File: config.mk
export PLATFORM = sky130hd
export DESIGN_NAME = axis_merge_top
export DESIGN_NICKNAME = d
export VERILOG_FILES = /design/src/stream_pkg.sv /design/src/axis_fifo_sync.sv /design/src/axis_rr_arbiter.sv /design/src/axis_merge_top.sv
export VERILOG_INCLUDE_DIRS = /design/src
export SDC_FILE = /design/constraint.sdc
export NUM_CORES = 1
export LEC_CHECK = 0
export ABC_AREA = 1
export BUFFER_PORTS_ARGS = -buffer_cell sky130_fd_sc_hd__clkbuf_2
export CAP_MARGIN = 20
export CORE_MARGIN = 4
export CORE_UTILIZATION = 39
export CTS_CLUSTER_DIAMETER = 60
export DETAILED_ROUTE_END_ITERATION = 8
export GPL_ROUTABILITY_DRIVEN = 0
export PLACE_DENSITY = 0.63
export SLEW_MARGIN = 20
export SYNTH_ARGS = -nofsm -noshare
export SYNTH_HDL_FRONTEND = slang
export SYNTH_HIERARCHICAL = 1
export SYNTH_SLANG_ARGS = --single-unit
export TNS_END_PERCENT = 5
File: constraint.sdc
create_clock -name clk -period 5.2 [get_ports clk]
set_input_delay 0.52 -clock clk [delete_from_list [all_inputs] [get_ports clk]]
set_output_delay 0.52 -clock clk [all_outputs]
set_load 0.05 [all_outputs]
File: src/stream_config.svh
////////////////////////////////////////////////////////////////////////////
// stream merger configuration
// sizes shared by the input FIFOs, the arbiter and the top level
////////////////////////////////////////////////////////////////////////////

`ifndef STREAM_CONFIG_SVH
`define STREAM_CONFIG_SVH

// width of one data word on every stream
`define STREAM_DATA_WIDTH 32

// number of input ports feeding the merged stream
// keep in step with the port index width in the package
`define STREAM_NUM_PORTS 4

// words held by each input FIFO
// power of two only, the pointers wrap naturally
`define STREAM_FIFO_DEPTH 8

`endif

////////////////////////////////////////////////////////////////////////////
////////////////////////////////////////////////////////////////////////////

File: src/stream_pkg.sv
////////////////////////////////////////////////////////////////////////////
// stream merger types
// beat layout of the merged output, source port index and the
// arbiter state encoding
////////////////////////////////////////////////////////////////////////////

`default_nettype none

`include "stream_config.svh"

package stream_pkg;

  //////////////////////////////////////////////////////////////////////////
  // port index
  //////////////////////////////////////////////////////////////////////////

  // wide enough to name every input port
  typedef logic [$clog2(`STREAM_NUM_PORTS)-1:0] port_idx_t;

  //////////////////////////////////////////////////////////////////////////
  // output beat
  //////////////////////////////////////////////////////////////////////////

  // one word on the merged stream
  // src sits in the upper bits, data below it
  typedef struct packed {
    port_idx_t                     src;
    logic [`STREAM_DATA_WIDTH-1:0] data;
  } beat_t;

  //////////////////////////////////////////////////////////////////////////
  // arbiter state
  //////////////////////////////////////////////////////////////////////////

  // idle means the output register is empty
  // hold means it carries a beat not yet taken downstream
  typedef enum logic {
    arb_idle = 1'b0,
    arb_hold = 1'b1
  } arb_state_e;

endpackage

`default_nettype wire

File: src/axis_fifo_sync.sv
////////////////////////////////////////////////////////////////////////////
// synchronous stream FIFO
// valid/ready on both sides, first word falls through to the read port
// register memory with extended pointers for full/empty detection
//
// reset   : synchronous, active high
// output  : unregistered head word
////////////////////////////////////////////////////////////////////////////

`timescale 1ns/100ps
`default_nettype none

`include "stream_config.svh"

module axis_fifo_sync #(

  // number of words, power of two
  parameter int DEPTH = `STREAM_FIFO_DEPTH

) (

  // core interface
  input  logic                          clk,
  input  logic                          reset,

  // slave interface
  input  logic                          s_valid,
  output logic                          s_ready,
  input  logic [`STREAM_DATA_WIDTH-1:0] s_data,

  // master interface
  output logic                          m_valid,
  input  logic                          m_ready,
  output logic [`STREAM_DATA_WIDTH-1:0] m_data

);

  //////////////////////////////////////////////////////////////////////////
  // local sizes
  //////////////////////////////////////////////////////////////////////////

  // address bits into the memory
  localparam int AW = $clog2(DEPTH);

  // pointer step, one bit wider than the address
  localparam logic [AW:0] PTR_ONE = {{AW{1'b0}}, 1'b1};

  //////////////////////////////////////////////////////////////////////////
  // internal signals
  //////////////////////////////////////////////////////////////////////////

  // storage, no reset on payload
  logic [`STREAM_DATA_WIDTH-1:0] mem [DEPTH];

  // pointers carry a wrap bit above the address
  logic [AW:0] wr_ptr_q;
  logic [AW:0] rd_ptr_q;

  logic        fifo_full;
  logic        fifo_empty;
  logic        fifo_write;
  logic        fifo_read;

  //////////////////////////////////////////////////////////////////////////
  // status
  //////////////////////////////////////////////////////////////////////////

  // same address, wrap bits differ
  assign fifo_full  = (wr_ptr_q[AW] != rd_ptr_q[AW]) &&
                      (wr_ptr_q[AW-1:0] == rd_ptr_q[AW-1:0]);

  // pointers equal including wrap bit
  assign fifo_empty = (wr_ptr_q == rd_ptr_q);

  // slave side
  assign s_ready    = ~fifo_full;
  assign fifo_write = s_valid & s_ready;

  // master side
  assign m_valid    = ~fifo_empty;
  assign fifo_read  = m_valid & m_ready;

  //////////////////////////////////////////////////////////////////////////
  // pointers
  //////////////////////////////////////////////////////////////////////////

  // write side
  always_ff @(posedge clk) begin
    if (reset) begin
      wr_ptr_q <= '0;
    end else if (fifo_write) begin
      wr_ptr_q <= wr_ptr_q + PTR_ONE;
    end
  end

  // read side, independent of write so both may move in one cycle
  always_ff @(posedge clk) begin
    if (reset) begin
      rd_ptr_q <= '0;
    end else if (fifo_read) begin
      rd_ptr_q <= rd_ptr_q + PTR_ONE;
    end
  end

  //////////////////////////////////////////////////////////////////////////
  // memory
  //////////////////////////////////////////////////////////////////////////

  always_ff @(posedge clk) begin
    if (fifo_write) begin
      mem[wr_ptr_q[AW-1:0]] <= s_data;
    end
  end

  // head word straight out of the array
  // visible the cycle after it was written into an empty FIFO
  assign m_data = mem[rd_ptr_q[AW-1:0]];

endmodule

`default_nettype wire

File: src/axis_rr_arbiter.sv
////////////////////////////////////////////////////////////////////////////
// round-robin stream arbiter
// picks one valid FIFO head per cycle, starting after the last winner,
// and registers the beat with its source port on the merged stream
//
// reset   : synchronous, active high
// output  : registered
////////////////////////////////////////////////////////////////////////////

`timescale 1ns/100ps
`default_nettype none

`include "stream_config.svh"

module axis_rr_arbiter (

  // core interface
  input  logic                                                clk,
  input  logic                                                reset,

  // FIFO heads
  input  logic [`STREAM_NUM_PORTS-1:0]                        fifo_valid,
  input  logic [`STREAM_NUM_PORTS-1:0][`STREAM_DATA_WIDTH-1:0] fifo_data,
  output logic [`STREAM_NUM_PORTS-1:0]                        fifo_ready,

  // merged stream
  output logic                                                out_valid,
  input  logic                                                out_ready,
  output stream_pkg::beat_t                                   out_beat

);

  localparam int NP = `STREAM_NUM_PORTS;

  //////////////////////////////////////////////////////////////////////////
  // internal signals
  //////////////////////////////////////////////////////////////////////////

  // control state
  stream_pkg::arb_state_e state_q;
  stream_pkg::port_idx_t  prio_q;

  // output register payload
  stream_pkg::beat_t      beat_q;

  // search results
  stream_pkg::port_idx_t  cand_idx;
  stream_pkg::port_idx_t  grant_idx;
  logic                   found;
  logic                   can_take;
  logic                   take;

  //////////////////////////////////////////////////////////////////////////
  // round-robin search
  //////////////////////////////////////////////////////////////////////////

  // walk the ports from prio_q upward with wrap
  // first valid one wins
  always_comb begin
    found     = 1'b0;
    grant_idx = prio_q;
    cand_idx  = prio_q;
    for (int i = 0; i < NP; i++) begin
      cand_idx = stream_pkg::port_idx_t'((int'(prio_q) + i) % NP);
      if (!found && fifo_valid[cand_idx]) begin
        found     = 1'b1;
        grant_idx = cand_idx;
      end
    end
  end

  // register free now or drained this cycle
  assign can_take = (state_q == stream_pkg::arb_idle) || out_ready;
  assign take     = found && can_take;

  // one-hot ready, only toward the winner
  always_comb begin
    fifo_ready = '0;
    if (take) begin
      fifo_ready[grant_idx] = 1'b1;
    end
  end

  //////////////////////////////////////////////////////////////////////////
  // control registers
  //////////////////////////////////////////////////////////////////////////

  always_ff @(posedge clk) begin
    if (reset) begin
      state_q <= stream_pkg::arb_idle;
      prio_q  <= '0;
    end else begin
      if (take) begin
        state_q <= stream_pkg::arb_hold;
        // next search starts just past the winner
        prio_q  <= stream_pkg::port_idx_t'((int'(grant_idx) + 1) % NP);
      end else if (out_ready) begin
        state_q <= stream_pkg::arb_idle;
      end
    end
  end

  //////////////////////////////////////////////////////////////////////////
  // output register
  //////////////////////////////////////////////////////////////////////////

  // loaded only on a take, so it stays put under back-pressure
  always_ff @(posedge clk) begin
    if (take) begin
      beat_q.src  <= grant_idx;
      beat_q.data <= fifo_data[grant_idx];
    end
  end

  assign out_valid = (state_q == stream_pkg::arb_hold);
  assign out_beat  = beat_q;

endmodule

`default_nettype wire

File: src/axis_merge_top.sv
////////////////////////////////////////////////////////////////////////////
// four-port stream merger
// one FIFO per input stream, a round-robin arbiter shares the single
// output stream among them and tags each beat with its source port
//
// latency : 2 cycles without contention
// reset   : synchronous, active high
////////////////////////////////////////////////////////////////////////////

`timescale 1ns/100ps
`default_nettype none

`include "stream_config.svh"

module axis_merge_top (

  // core interface
  input  logic                                                clk,
  input  logic                                                reset,

  // input streams, one bit or word per port
  input  logic [`STREAM_NUM_PORTS-1:0]                        in_valid,
  output logic [`STREAM_NUM_PORTS-1:0]                        in_ready,
  input  logic [`STREAM_NUM_PORTS-1:0][`STREAM_DATA_WIDTH-1:0] in_data,

  // merged output stream
  output logic                                                out_valid,
  input  logic                                                out_ready,
  output stream_pkg::beat_t                                   out_beat

);

  //////////////////////////////////////////////////////////////////////////
  // FIFO to arbiter wiring
  //////////////////////////////////////////////////////////////////////////

  logic [`STREAM_NUM_PORTS-1:0]                         fifo_valid;
  logic [`STREAM_NUM_PORTS-1:0]                         fifo_ready;
  logic [`STREAM_NUM_PORTS-1:0][`STREAM_DATA_WIDTH-1:0] fifo_data;

  // one FIFO per port
  // instances land at gen_fifo[0..3].u_fifo
  for (genvar i = 0; i < `STREAM_NUM_PORTS; i++) begin : gen_fifo
    axis_fifo_sync #(
      .DEPTH   (`STREAM_FIFO_DEPTH)
    ) u_fifo (
      .clk     (clk),
      .reset   (reset),
      .s_valid (in_valid[i]),
      .s_ready (in_ready[i]),
      .s_data  (in_data[i]),
      .m_valid (fifo_valid[i]),
      .m_ready (fifo_ready[i]),
      .m_data  (fifo_data[i])
    );
  end

  //////////////////////////////////////////////////////////////////////////
  // arbiter and output register
  //////////////////////////////////////////////////////////////////////////

  axis_rr_arbiter u_arb (
    .clk        (clk),
    .reset      (reset),
    .fifo_valid (fifo_valid),
    .fifo_data  (fifo_data),
    .fifo_ready (fifo_ready),
    .out_valid  (out_valid),
    .out_ready  (out_ready),
    .out_beat   (out_beat)
  );

endmodule

`default_nettype wire

# [Word-level counts from Yosys, hierarchy flattened]
# Memories as Yosys holds them, arrays and structs flattened. A register that Yosys moved wholly into a read port is not among the register bits.
# Cells that the tools add are included.
[totals] inputBits=135 ff_bits=69 mem_count=4 ramBits=1024 elab_cells=115 mem_bits_ro=0 latchBits=0
[classes] add_sub_neg=12 n_mux=38 reduce_logical=14 n_mul=0 n_div=0 magnitude_cmp=6 bitwise=17 n_eq_ne=12 shifts=0
[memory_table] name="gen_fifo[0].u_fifo.mem" words=8 width=32 rd=1 rd_ports_with_merged_regs=1 write_ports=1 line_no="axis_fifo_sync.sv:53" rtl="logic [`STREAM_DATA_WIDTH-1:0] mem [DEPTH];"
[memory_table] name="gen_fifo[1].u_fifo.mem" words=8 width=32 rd=1 rd_ports_with_merged_regs=1 write_ports=1 line_no="axis_fifo_sync.sv:53"
[memory_table] name="gen_fifo[2].u_fifo.mem" words=8 width=32 rd=1 rd_ports_with_merged_regs=1 write_ports=1 line_no="axis_fifo_sync.sv:53"
[memory_table] name="gen_fifo[3].u_fifo.mem" words=8 width=32 rd=1 rd_ports_with_merged_regs=1 write_ports=1 line_no="axis_fifo_sync.sv:53"
[ops] op="binary-select mux 32 bit (select 2 bit)" n=1
[ops] op="adder 4 x 1 -> 4 bit, second input constant" n=8
[ops] op="2-to-1 mux 32 bit" n=1
[ops] op="2-to-1 mux 3 bit" n=8
[ops] op="2-to-1 mux 1 bit" n=19
[ops] op="equality test 4 bit" n=4
[ops] op="less-than comparator 2 x 3 -> 1 bit, second input constant" n=5
[ops] op="equality test 3 bit" n=4
[ops] op="logical AND 1 bit" n=9
[ops] op="inverter 1 bit" n=9
[ops] op="bitwise AND 1 bit" n=8
[ops] op="binary-select mux 1 bit (select 2 bit)" n=4
[ops] op="2-to-1 mux 2 bit" n=3
[ops] op="adder 2 x 1 -> 2 bit, second input constant" n=2
[ops] op="adder 2 bit, second input constant" n=2
[ops] op="2-to-1 mux 4 bit" n=1
[ops] op="!= test 1 bit" n=4
[ops] op="logical NOT 1 bit" n=3
[ops] op="demux 1 bit (select 2 bit)" n=1
[ops] op=">= comparator 2 x 1 -> 1 bit, second input constant" n=1
[ops] op="nonzero test 2 bit" n=1
[ops] op="logical OR 1 bit" n=1

# [Longest topological paths before layout]
# Gate-level depths: netlist of the first run.
[logic_depth] word_depth=22 ltp_mapped=24

# [Cells and area by module]
# The synthesis of the first run kept the hierarchy.
[by_module_without_submodules] mod="axis_fifo_sync (gen_fifo[1].u_fifo ...)" cells_each=887 seq_area_each_um2=7907.6 instances=3 area_per_inst_um2=10618.9
[by_module_without_submodules] mod="axis_fifo_sync (gen_fifo[0].u_fifo)" cells_each=891 seq_area_each_um2=7907.6 instances=1 area_per_inst_um2=10662.7
[by_module_without_submodules] mod="axis_rr_arbiter" cells_each=378 seq_area_each_um2=1081.0 instances=1 area_per_inst_um2=2608.8

# [Worst setup path after synthesis of the first run]
# No wires, ideal clock.
[synth_path] path_type="flip-flop to flip-flop" start="reg gen_fifo[1].u_fifo.wr_ptr_q[0]" end="mem gen_fifo[1].u_fifo/mem[0][0] (netlist name) (enable)" setup_time_ps=421 path_stages_with_launch=8 t_arrival_ps=2442 setup_slack_ps=2337 t_required_ps=4779 cell_sequence="dfxtp_1 > inv_1 > nand2_1 > nand2_1 > nand4_1 > buf_4 > nand3_1 > nor2_1"
[synth_via] elab_chain_len=6
[synth_rtl] element="start: declaration" line_no="axis_fifo_sync.sv:56" rtl="logic [AW:0] wr_ptr_q;"
[synth_rtl] element="start signal: assignment" line_no="axis_fifo_sync.sv:92" rtl="wr_ptr_q <= wr_ptr_q + PTR_ONE;"
[synth_rtl] element="equality test 3 bit" line_no="axis_fifo_sync.sv:70" rtl="(wr_ptr_q[AW-1:0] == rd_ptr_q[AW-1:0]);"
[synth_rtl] element="logical AND 1 bit" line_no="axis_fifo_sync.sv:69" rtl="assign fifo_full = (wr_ptr_q[AW] != rd_ptr_q[AW]) &&"
[synth_rtl] element="inverter 1 bit" line_no="axis_fifo_sync.sv:76" rtl="assign s_ready = ~fifo_full;"
[synth_rtl] element="via in_ready[1]" line_no="axis_merge_top.sv:23" rtl="output logic [`STREAM_NUM_PORTS-1:0] in_ready,"
[synth_rtl] element="bitwise AND 1 bit" line_no="axis_fifo_sync.sv:77" rtl="assign fifo_write = s_valid & s_ready;"
[synth_rtl] element="2-to-1 mux 1 bit" line_no="axis_fifo_sync.sv:110" rtl="if (fifo_write) begin"
[synth_rtl] element="2-to-1 mux 1 bit (implied by the code)" line_no="axis_fifo_sync.sv:111" rtl="mem[wr_ptr_q[AW-1:0]] <= s_data;"
[synth_rtl] element="end: declaration" line_no="axis_fifo_sync.sv:53"
# The timed path passes the listed nets, and every way through them passes these cells.

# [Worst setup path after layout of the first run]
[layout_path] start="reg gen_fifo[0].u_fifo.wr_ptr_q[1]" end="reg u_arb.beat_q, in the netlist u_arb/out_beat[23], data pin"
[layout_via] elab_chain_len=16 word_cells_on_any_way=24 cone_classes="eq/ne: 1; mux: 16; bitwise: 1; reduce/logical: 6"
[layout_rtl] element="start: declaration" line_no="axis_fifo_sync.sv:56"
[layout_rtl] element="start signal: assignment" line_no="axis_fifo_sync.sv:92"
[layout_rtl] element="equality test 4 bit (*)" line_no="axis_fifo_sync.sv:73" rtl="assign fifo_empty = (wr_ptr_q == rd_ptr_q);"
[layout_rtl] element="inverter 1 bit (*)" line_no="axis_fifo_sync.sv:80" rtl="assign m_valid = ~fifo_empty;"
[layout_rtl] element="via fifo_valid[0]" line_no="axis_merge_top.sv:37" rtl="logic [`STREAM_NUM_PORTS-1:0] fifo_valid;"
[layout_rtl] element="binary-select mux 1 bit (select 2 bit)" line_no="axis_rr_arbiter.sv:65" rtl="if (!found && fifo_valid[cand_idx]) begin"
[layout_rtl] element="2-to-1 mux 1 bit (implied by the code)" line_no="axis_rr_arbiter.sv:65"
[layout_rtl] element="2-to-1 mux 1 bit" line_no="axis_rr_arbiter.sv:65"
[layout_rtl] element="logical NOT 1 bit" line_no="axis_rr_arbiter.sv:65"
[layout_rtl] element="logical AND 1 bit" line_no="axis_rr_arbiter.sv:65"
[layout_rtl] element="2-to-1 mux 1 bit" line_no="axis_rr_arbiter.sv:65"
[layout_rtl] element="logical NOT 1 bit" line_no="axis_rr_arbiter.sv:65"
[layout_rtl] element="logical AND 1 bit" line_no="axis_rr_arbiter.sv:65"
[layout_rtl] element="2-to-1 mux 1 bit" line_no="axis_rr_arbiter.sv:65"
[layout_rtl] element="logical NOT 1 bit" line_no="axis_rr_arbiter.sv:65"
[layout_rtl] element="logical AND 1 bit" line_no="axis_rr_arbiter.sv:65"
[layout_rtl] element="2-to-1 mux 2 bit (*)" line_no="axis_rr_arbiter.sv:65"
[layout_rtl] element="binary-select mux 32 bit (select 2 bit) (*)" line_no="axis_rr_arbiter.sv:111" rtl="beat_q.data <= fifo_data[grant_idx];"
[layout_rtl] element="2-to-1 mux 32 bit (implied by the code) (*)" line_no="axis_rr_arbiter.sv:111"
[layout_rtl] element="end: declaration" line_no="axis_rr_arbiter.sv:44" rtl="stream_pkg::beat_t beat_q;"
# The timed path passes the listed nets; every way through them passes the cells marked *. The select of a mux whose other input is x is not followed.
# A chain may end at the register's enable or synchronous reset.

==> results of run 1 <==
## power by group through the flow
stage / clock network [mW] / logic [mW] / registers [mW]
after CTS: 8.13 / 7.40 / 11.1
after detailed placement: 0 / 7.38 / 11.3
after global placement: 0 / 7.29 / 11.3
after global routing: 8.52 / 8.20 / 11.2
final: 7.99 / 7.43 / 11.1
after floorplan: 0 / 5.04 / 11.2
## sequential cells by signal, summed over array words and instances (netlist names), named ones only
signal and flops:
gen_fifo.u_fifo/mem 1024, u_arb/out_beat 34, gen_fifo.u_fifo/rd_ptr_q 16, gen_fifo.u_fifo/wr_ptr_q 16, u_arb/prio_q 2, u_arb/out_valid 1
## stage by stage
step | util (%) | setup slack [ps]
2_1_floorplan | - | 2340
4_1_cts | 44.4 | 1770
3_3_place_gp | 41.2 | 1850
3_5_place_dp | 41.2 | 1790
6_report | 44.4 | 1790
5_1_grt | 44.4 | 1410
## layout make-up
cell class	instances	area (µm²)
timing repair buffer	231	1300
clock inverter	79	759
inverter	86	328
fill	10300	63700
multi-input combinational	2511	11000
clock buffer	130	2910
antenna	13	32.5
sequential	1105	32700
tap	1512	1890
## layout by cell type (no fill, tap or decap), types with 12 or more instances in the layout
| cell type | n |
|---|---|
| edfxtp_1 | 1058 |
| nor2_1 | 826 |
| nand2_1 | 670 |
| o21ai_0 | 536 |
| o21ai_1 | 234 |
| clkbuf_2 | 173 |
| nand3_1 | 150 |
| clkbuf_16 | 114 |
| inv_1 | 75 |
| buf_4 | 58 |
| dfxtp_1 | 39 |
| a21oi_1 | 37 |
| nor2_4 | 30 |
| clkinv_1 | 28 |
| clkinv_2 | 23 |
| clkbuf_1 | 16 |
| diode_2 | 13 |
| bufinv_16 | 12 |
## cells by family after synthesis
| logic type | after synthesis | share of synthesized area [%] |
|---|---|---|
| compound gates | 808 | 8.97 |
| xor+xnor | 1 | 0.0194 |
| fa+ha+maj | 8 | 0.222 |
| buf+inv | 314 | 3.67 |
| flops | 1105 | 72.5 |
| simple gates | 1694 | 14.6 |
## layer usage
metal / up-vias / share of wire [%] / track usage, %
met5: - / 0.16 / 0
met4: 28 / 3.0 / 6.21
met3: 215 / 8.2 / 4.26
met2: 948 / 47 / 30.4
met1: 14400 / 42 / 25.9
li1: 13900 / - / -
## how the worst max path moves through the flow
stage,start,to,slack (ps)
after floorplan,gen_fifo[1].u_fifo/wr_ptr_q[0],gen_fifo[1].u_fifo/mem[0][0],2340
after global placement,flip-flop,u_arb/out_beat[12],1850
after detailed placement,flip-flop,u_arb/out_beat[17],1790
after CTS,flip-flop,u_arb/out_beat[30],1770
after global routing,gen_fifo[0].u_fifo/wr_ptr_q[2],gen_fifo[2].u_fifo/rd_ptr_q[3],1410
final,gen_fifo[0].u_fifo/wr_ptr_q[1],u_arb/out_beat[23],1790
==> results_dict.tcl, run 1 <==
set metrics [dict create \
    holdWs_ps 127 \
    worstRegToRegCells 19 \
    fin_nets 4190 \
    netlist.area_leader.share_pct 70.4 \
    p_sw_share_pct 36.3 \
    netlist_area_um2 45100 \
    crit_buf_inv 4 \
    dp.final_hpwl_um 70600 \
    tightestPinTransition_ps 991 \
    rrSetupSlack_ps 1790 \
    max_slew_margin_pct 33.9 \
    fin_crit_sh_pct 65.6 \
    wl_per_cell_um 20.8 \
    peakVddDrop_mv 0.714 \
    grt_pass1_wl_um 176000 \
    synth_warnings 6 \
    setup_viol 0 \
    finalClockSkew_ps 33.2 \
    power_density_nw_per_um2 521 \
    postCtsSetupBuffers 0 \
    synth.net_count 4073 \
    p_seq_share_pct 42.0 \
    viasPerCell 5.22 \
    fin_tns_setup_ps 0 \
    p_int_mw 16.9 \
    crit_chain "inv_2 -> nand2_1 -> nand2_1 -> a21oi_1 -> nand2_2 -> inv_1 -> nand2_1 -> nand3_1 -> nand2_1 -> nor2_4 -> nand3_1 -> nand2_1 -> nand2_2 -> inv_2 -> buf_4 -> nand2_1 -> nand2_1 -> nand2_1 -> nand3_1" \
    h-tree-depth 3 \
    p_clk_share_pct 30.1 \
    clk_root_buffer_cell "clkbuf_16" \
    cts-resized-gates 0 \
    clock_sinks 1105 \
    core_um2 115000 \
    drv_cap 0 \
    areaGrowthSynthToFinish_pct 12.9 \
    ys.flop_type "edfxtp_1" \
    synth_top_area_cell "edfxtp_1" \
    switchingPower_mw 9.64 \
    max_stage_delay_ps 560 \
    hp-class "in -> reg" \
    syn_inst 3930 \
    grtUsageTotal_pct 19.0 \
    slew_viol_final 0 \
    post-route-cell-area_um2 50900 \
    initial_core_util_pct 39.4 \
    hold_violations 0 \
    r2r-end "u_arb/out_beat[23]" \
    pwr-share-comb_pct 28.0 \
    hold_end "gen_fifo[2].u_fifo/mem[7][22]" \
    grt_pass1_vias 27900 \
    clock_path_buffers 3 \
    criticalPathCategory "reg -> reg" \
    reg2reg_from "gen_fifo[0].u_fifo/wr_ptr_q[1]" \
    synthMostInstantiatedCell "edfxtp_1" \
    io_pins 174 \
    arrival_ps 3940 \
    grt_max_degree 95 \
    ant_nets 0 \
    cp_data_required_time_ps 5730 \
    drive_gt1_share_pct 11.0 \
    post_synth.cell_area_avg_um2 11.5 \
    worst-path-stages 19 \
    ys_ff_latch 1105 \
    min_path_cells 1 \
    place_area_um2 47200 \
    power.static_leakage_nw 18.1 \
    overflow 0 \
    worst-path-max-fanout 64 \
    ys_seq_area_share_pct 72.5 \
    drc_errors 0 \
    synth_edf_count 1058 \
    port_buffers 173 \
    end_kind "flip-flop" \
    synth_area_leaders "edfxtp_1 70%, nor2_1 7.1%, o21ai_0 5.9%, nand2_1 5.6%, o21ai_1 2.6%" \
    synth-async-reset-ratio_pct 0 \
    clock_latency_ps 680 \
    hold_buffers 0 \
    place_inst 5445 \
    min_from "in_data[86]" \
    cpMaxStageDelayCell "buf_4" \
    via_count 29600 \
    routed_wl_um 118000 \
    die_x_um 348 \
    die_area_um2 121000 \
    synth_common_cells "1,058 x edfxtp_1, 855 x nor2_1, 670 x nand2_1" \
    status "finished, final reports clean" \
    clk_pin_slew_ps 60 \
    die_h_um 348 \
    num_rows 124 \
    cts_buffers 112 \
    cts_tree "yes" \
    initialDrtViolationCount 3157 \
    yosysUniqueCellTypes 28 \
    antenna_found_initial 29 \
    cp_top_family "simple AND/OR/NAND/NOR gates" \
    cp-start-kind "flip-flop" \
    fin_cells 5667 \
    layout_min_cycle_time_ps 3410 \
    cp_common_cell "nand2_1" \
    clock.fmax_mhz 293 \
    rsz0062_at_grt "no" \
    first_pass_iters 7 \
    finalPower_mw 26.6 \
]
Power figures use the tool's default switching activity.
==> run 2, diff against run 1 <==
--- a/config.mk
+++ b/config.mk
@@ -6,7 +6,7 @@
 export SDC_FILE = /design/constraint.sdc
 export NUM_CORES = 1
 export LEC_CHECK = 0
-export ABC_AREA = 1
+export ABC_AREA = 0
 export BUFFER_PORTS_ARGS = -buffer_cell sky130_fd_sc_hd__clkbuf_2
 export CAP_MARGIN = 20
 export CORE_MARGIN = 4
==> constraint.sdc (replaced) <==
create_clock -name clk -period 3.5 [get_ports clk]
set_input_delay 0.35 -clock clk [delete_from_list [all_inputs] [get_ports clk]]
set_output_delay 0.35 -clock clk [all_outputs]
set_load 0.05 [all_outputs]
==> run 2 against run 1 <==
Sequential power up 42%. Critical endpoint is now u_arb/out_beat[3]. Sequential cell count unchanged. Wire length down 12%. Largest power group unchanged.
==> results_dict.tcl, run 2 <==
set metrics [dict create \
    status "finished, final reports clean" \
    io_pins 174 \
    power.static_leakage_nw 16.7 \
    criticalPathCategory "reg -> reg" \
    clock_latency_ps 670 \
    num-fill-cells 9249 \
    synth.net_count 2134 \
    postCtsSetupBuffers 0 \
    first_pass_iters 5 \
    post_synth.cell_area_avg_um2 22.0 \
    clk_pin_slew_ps 60 \
    clk_root_buffer_cell "clkbuf_16" \
    end_kind "flip-flop" \
    largest_reg_flops 1024 \
    yosysUniqueCellTypes 45 \
    synth_edf_count 1058 \
    initial_core_util_pct 39.4 \
    finalPower_mw 34.5 \
    grtUsageTotal_pct 17.5 \
    multi_input_area_um2 10700 \
    initialDrtViolationCount 1996 \
    drive_gt1_share_pct 35.8 \
    ys.flop_type "edfxtp_1" \
    seq_area_um2 32700 \
    max_slew_margin_pct 44.5 \
    via_count 21000 \
    place_worst_setup_slack_ps 279 \
    viasPerCell 5.26 \
    syn_inst 1991 \
    fin_crit_sh_pct 92.8 \
    clock_sinks 1105 \
    fin_tns_setup_ps 0 \
    hp-class "in -> reg" \
    synth_area_leaders "edfxtp_1 73%, mux4_2 13%, mux2_2 3.6%, mux2i_1 2.7%, dfxtp_1 2.1%" \
    ant_nets 0 \
    synth_warnings 6 \
    worst-path-max-fanout 44 \
    overflow 0 \
    arrival_ps 3630 \
    place_inst 3636 \
    layout_common_cells "1,058 x edfxtp_1, 256 x mux4_2, 173 x clkbuf_2" \
    finish.utilization_pct 46.7 \
    die_x_um 343 \
    fin_ws_ps 253 \
    netlist_area_um2 43800 \
    layout_min_cycle_time_ps 3250 \
    grt_pass1_wl_um 150000 \
    fin_cells 3983 \
    holdWs_ps 71.1 \
    routed_wl_um 103000 \
    port_buffers 173 \
    slew_viol_final 0 \
    h-tree-depth 3 \
    setup_viol 0 \
    wl_per_cell_um 25.9 \
    finalClockSkew_ps 23.9 \
    power_density_nw_per_um2 665 \
    synth-async-reset-ratio_pct 0 \
    antenna_found_initial 18 \
    clock.fmax_mhz 308 \
    tightestPinTransition_ps 809 \
    synth_top_area_cell "edfxtp_1" \
    fin_nets 2532 \
    cp_data_required_time_ps 3880 \
    cts_tree "yes" \
    ys_ff_latch 1105 \
    num_rows 122 \
    areaGrowthSynthToFinish_pct 18.5 \
    rsz0062_at_grt "no" \
    synth_common_cells "1,058 x edfxtp_1, 256 x mux4_2, 141 x mux2_2" \
    post-route-cell-area_um2 51900 \
    synthMostInstantiatedCell "edfxtp_1" \
    final_common_cell "edfxtp_1" \
    netlist.area_leader.share_pct 72.6 \
    place_area_um2 47000 \
    grt_pass1_vias 21900 \
    drc_errors 0 \
    cp-start-kind "flip-flop" \
    dp.final_hpwl_um 65800 \
    peakVddDrop_mv 0.655 \
    ys_seq_area_share_pct 74.7 \
    hold_violations 0 \
    die_area_um2 118000 \
    drv_cap 0 \
    core_um2 111000 \
    cts_buffers 111 \
    die_h_um 343 \
    clock_path_buffers 3 \
    grt_max_degree 55 \
]
run 2: worst paths after layout:
| kind | start | end | slack [ps] | cells past startpoint |
|---|---|---|---|---|
| worst max-delay path | gen_fifo[3].u_fifo/rd_ptr_q[0] | u_arb/out_beat[3] | 250 | 9 |
| worst max register to register | gen_fifo[3].u_fifo/rd_ptr_q[0] | u_arb/out_beat[3] | 250 | 9 |
| worst min register to register | u_arb/out_valid | u_arb/out_valid | 520 | 2 |
| worst min-delay path | out_ready | u_arb/out_valid | 70 | 4 |
run 2: kinds of logic (layout without fill, tap and decap cells):
group / after synthesis / after routing / synth area share [%]
AO/OA/AOI/OAI: 35 / 35 / 0.729
XOR/XNOR: 33 / 33 / 0.780
adder cells (fa/ha/maj): 8 / 8 / 0.229
buffers and inverters: 115 / 609 / 1.40
flip-flops: 1105 / 1105 / 74.7
multiplexers: 524 / 524 / 19.8
other: 0 / 10 / 0
AND/OR/NAND/NOR: 171 / 171 / 2.37
run 2: area by class of cell:
| cell class | count | area share, % |
|---|---|---|
| tap | 1488 | 3.59 |
| clock inverter | 75 | 1.10 |
| antenna | 10 | 0.0483 |
| clock buffer | 134 | 5.73 |
| sequential | 1105 | 63.1 |
| inverter | 7 | 0.0507 |
| timing repair buffer | 393 | 5.76 |
| multi-input combinational | 771 | 20.6 |
run 2: what timing repair did:
| item | 4_1_cts | 5_1_grt |
|---|---|---|
| gates resized for setup | 0 | 2 |
| hold buffers | 128 | 0 |
| hold endpoints to repair | 1024 | 0 |
| endpoints found under the setup margin | 0 | 2 |
run 2: where the power goes:
group	switching (mW)	internal, mW
registers	0.548	15.3
clock network	4.85	6.56
logic	4.22	3.00
run 2: critical path, stage by stage (launching register included):
cell and delay [ps]:
dfxtp_1 470, xor2_1 370, nor3_1 150, nand2_1 180, inv_1 90, a31o_1 260, o21ai_4 220, buf_12 330
mux2i_1 730, mux2i_1 150
run 2: metal layers:
metal | GRT usage (%) | share of wire, % | up-vias
met3 | 5.70 | 8.1 | 179
met2 | 27.9 | 48 | 635
li1 | - | - | 9144
met4 | 5.48 | 3.2 | 16
met5 | 0.899 | 0.16 | -
met1 | 23.0 | 41 | 11000
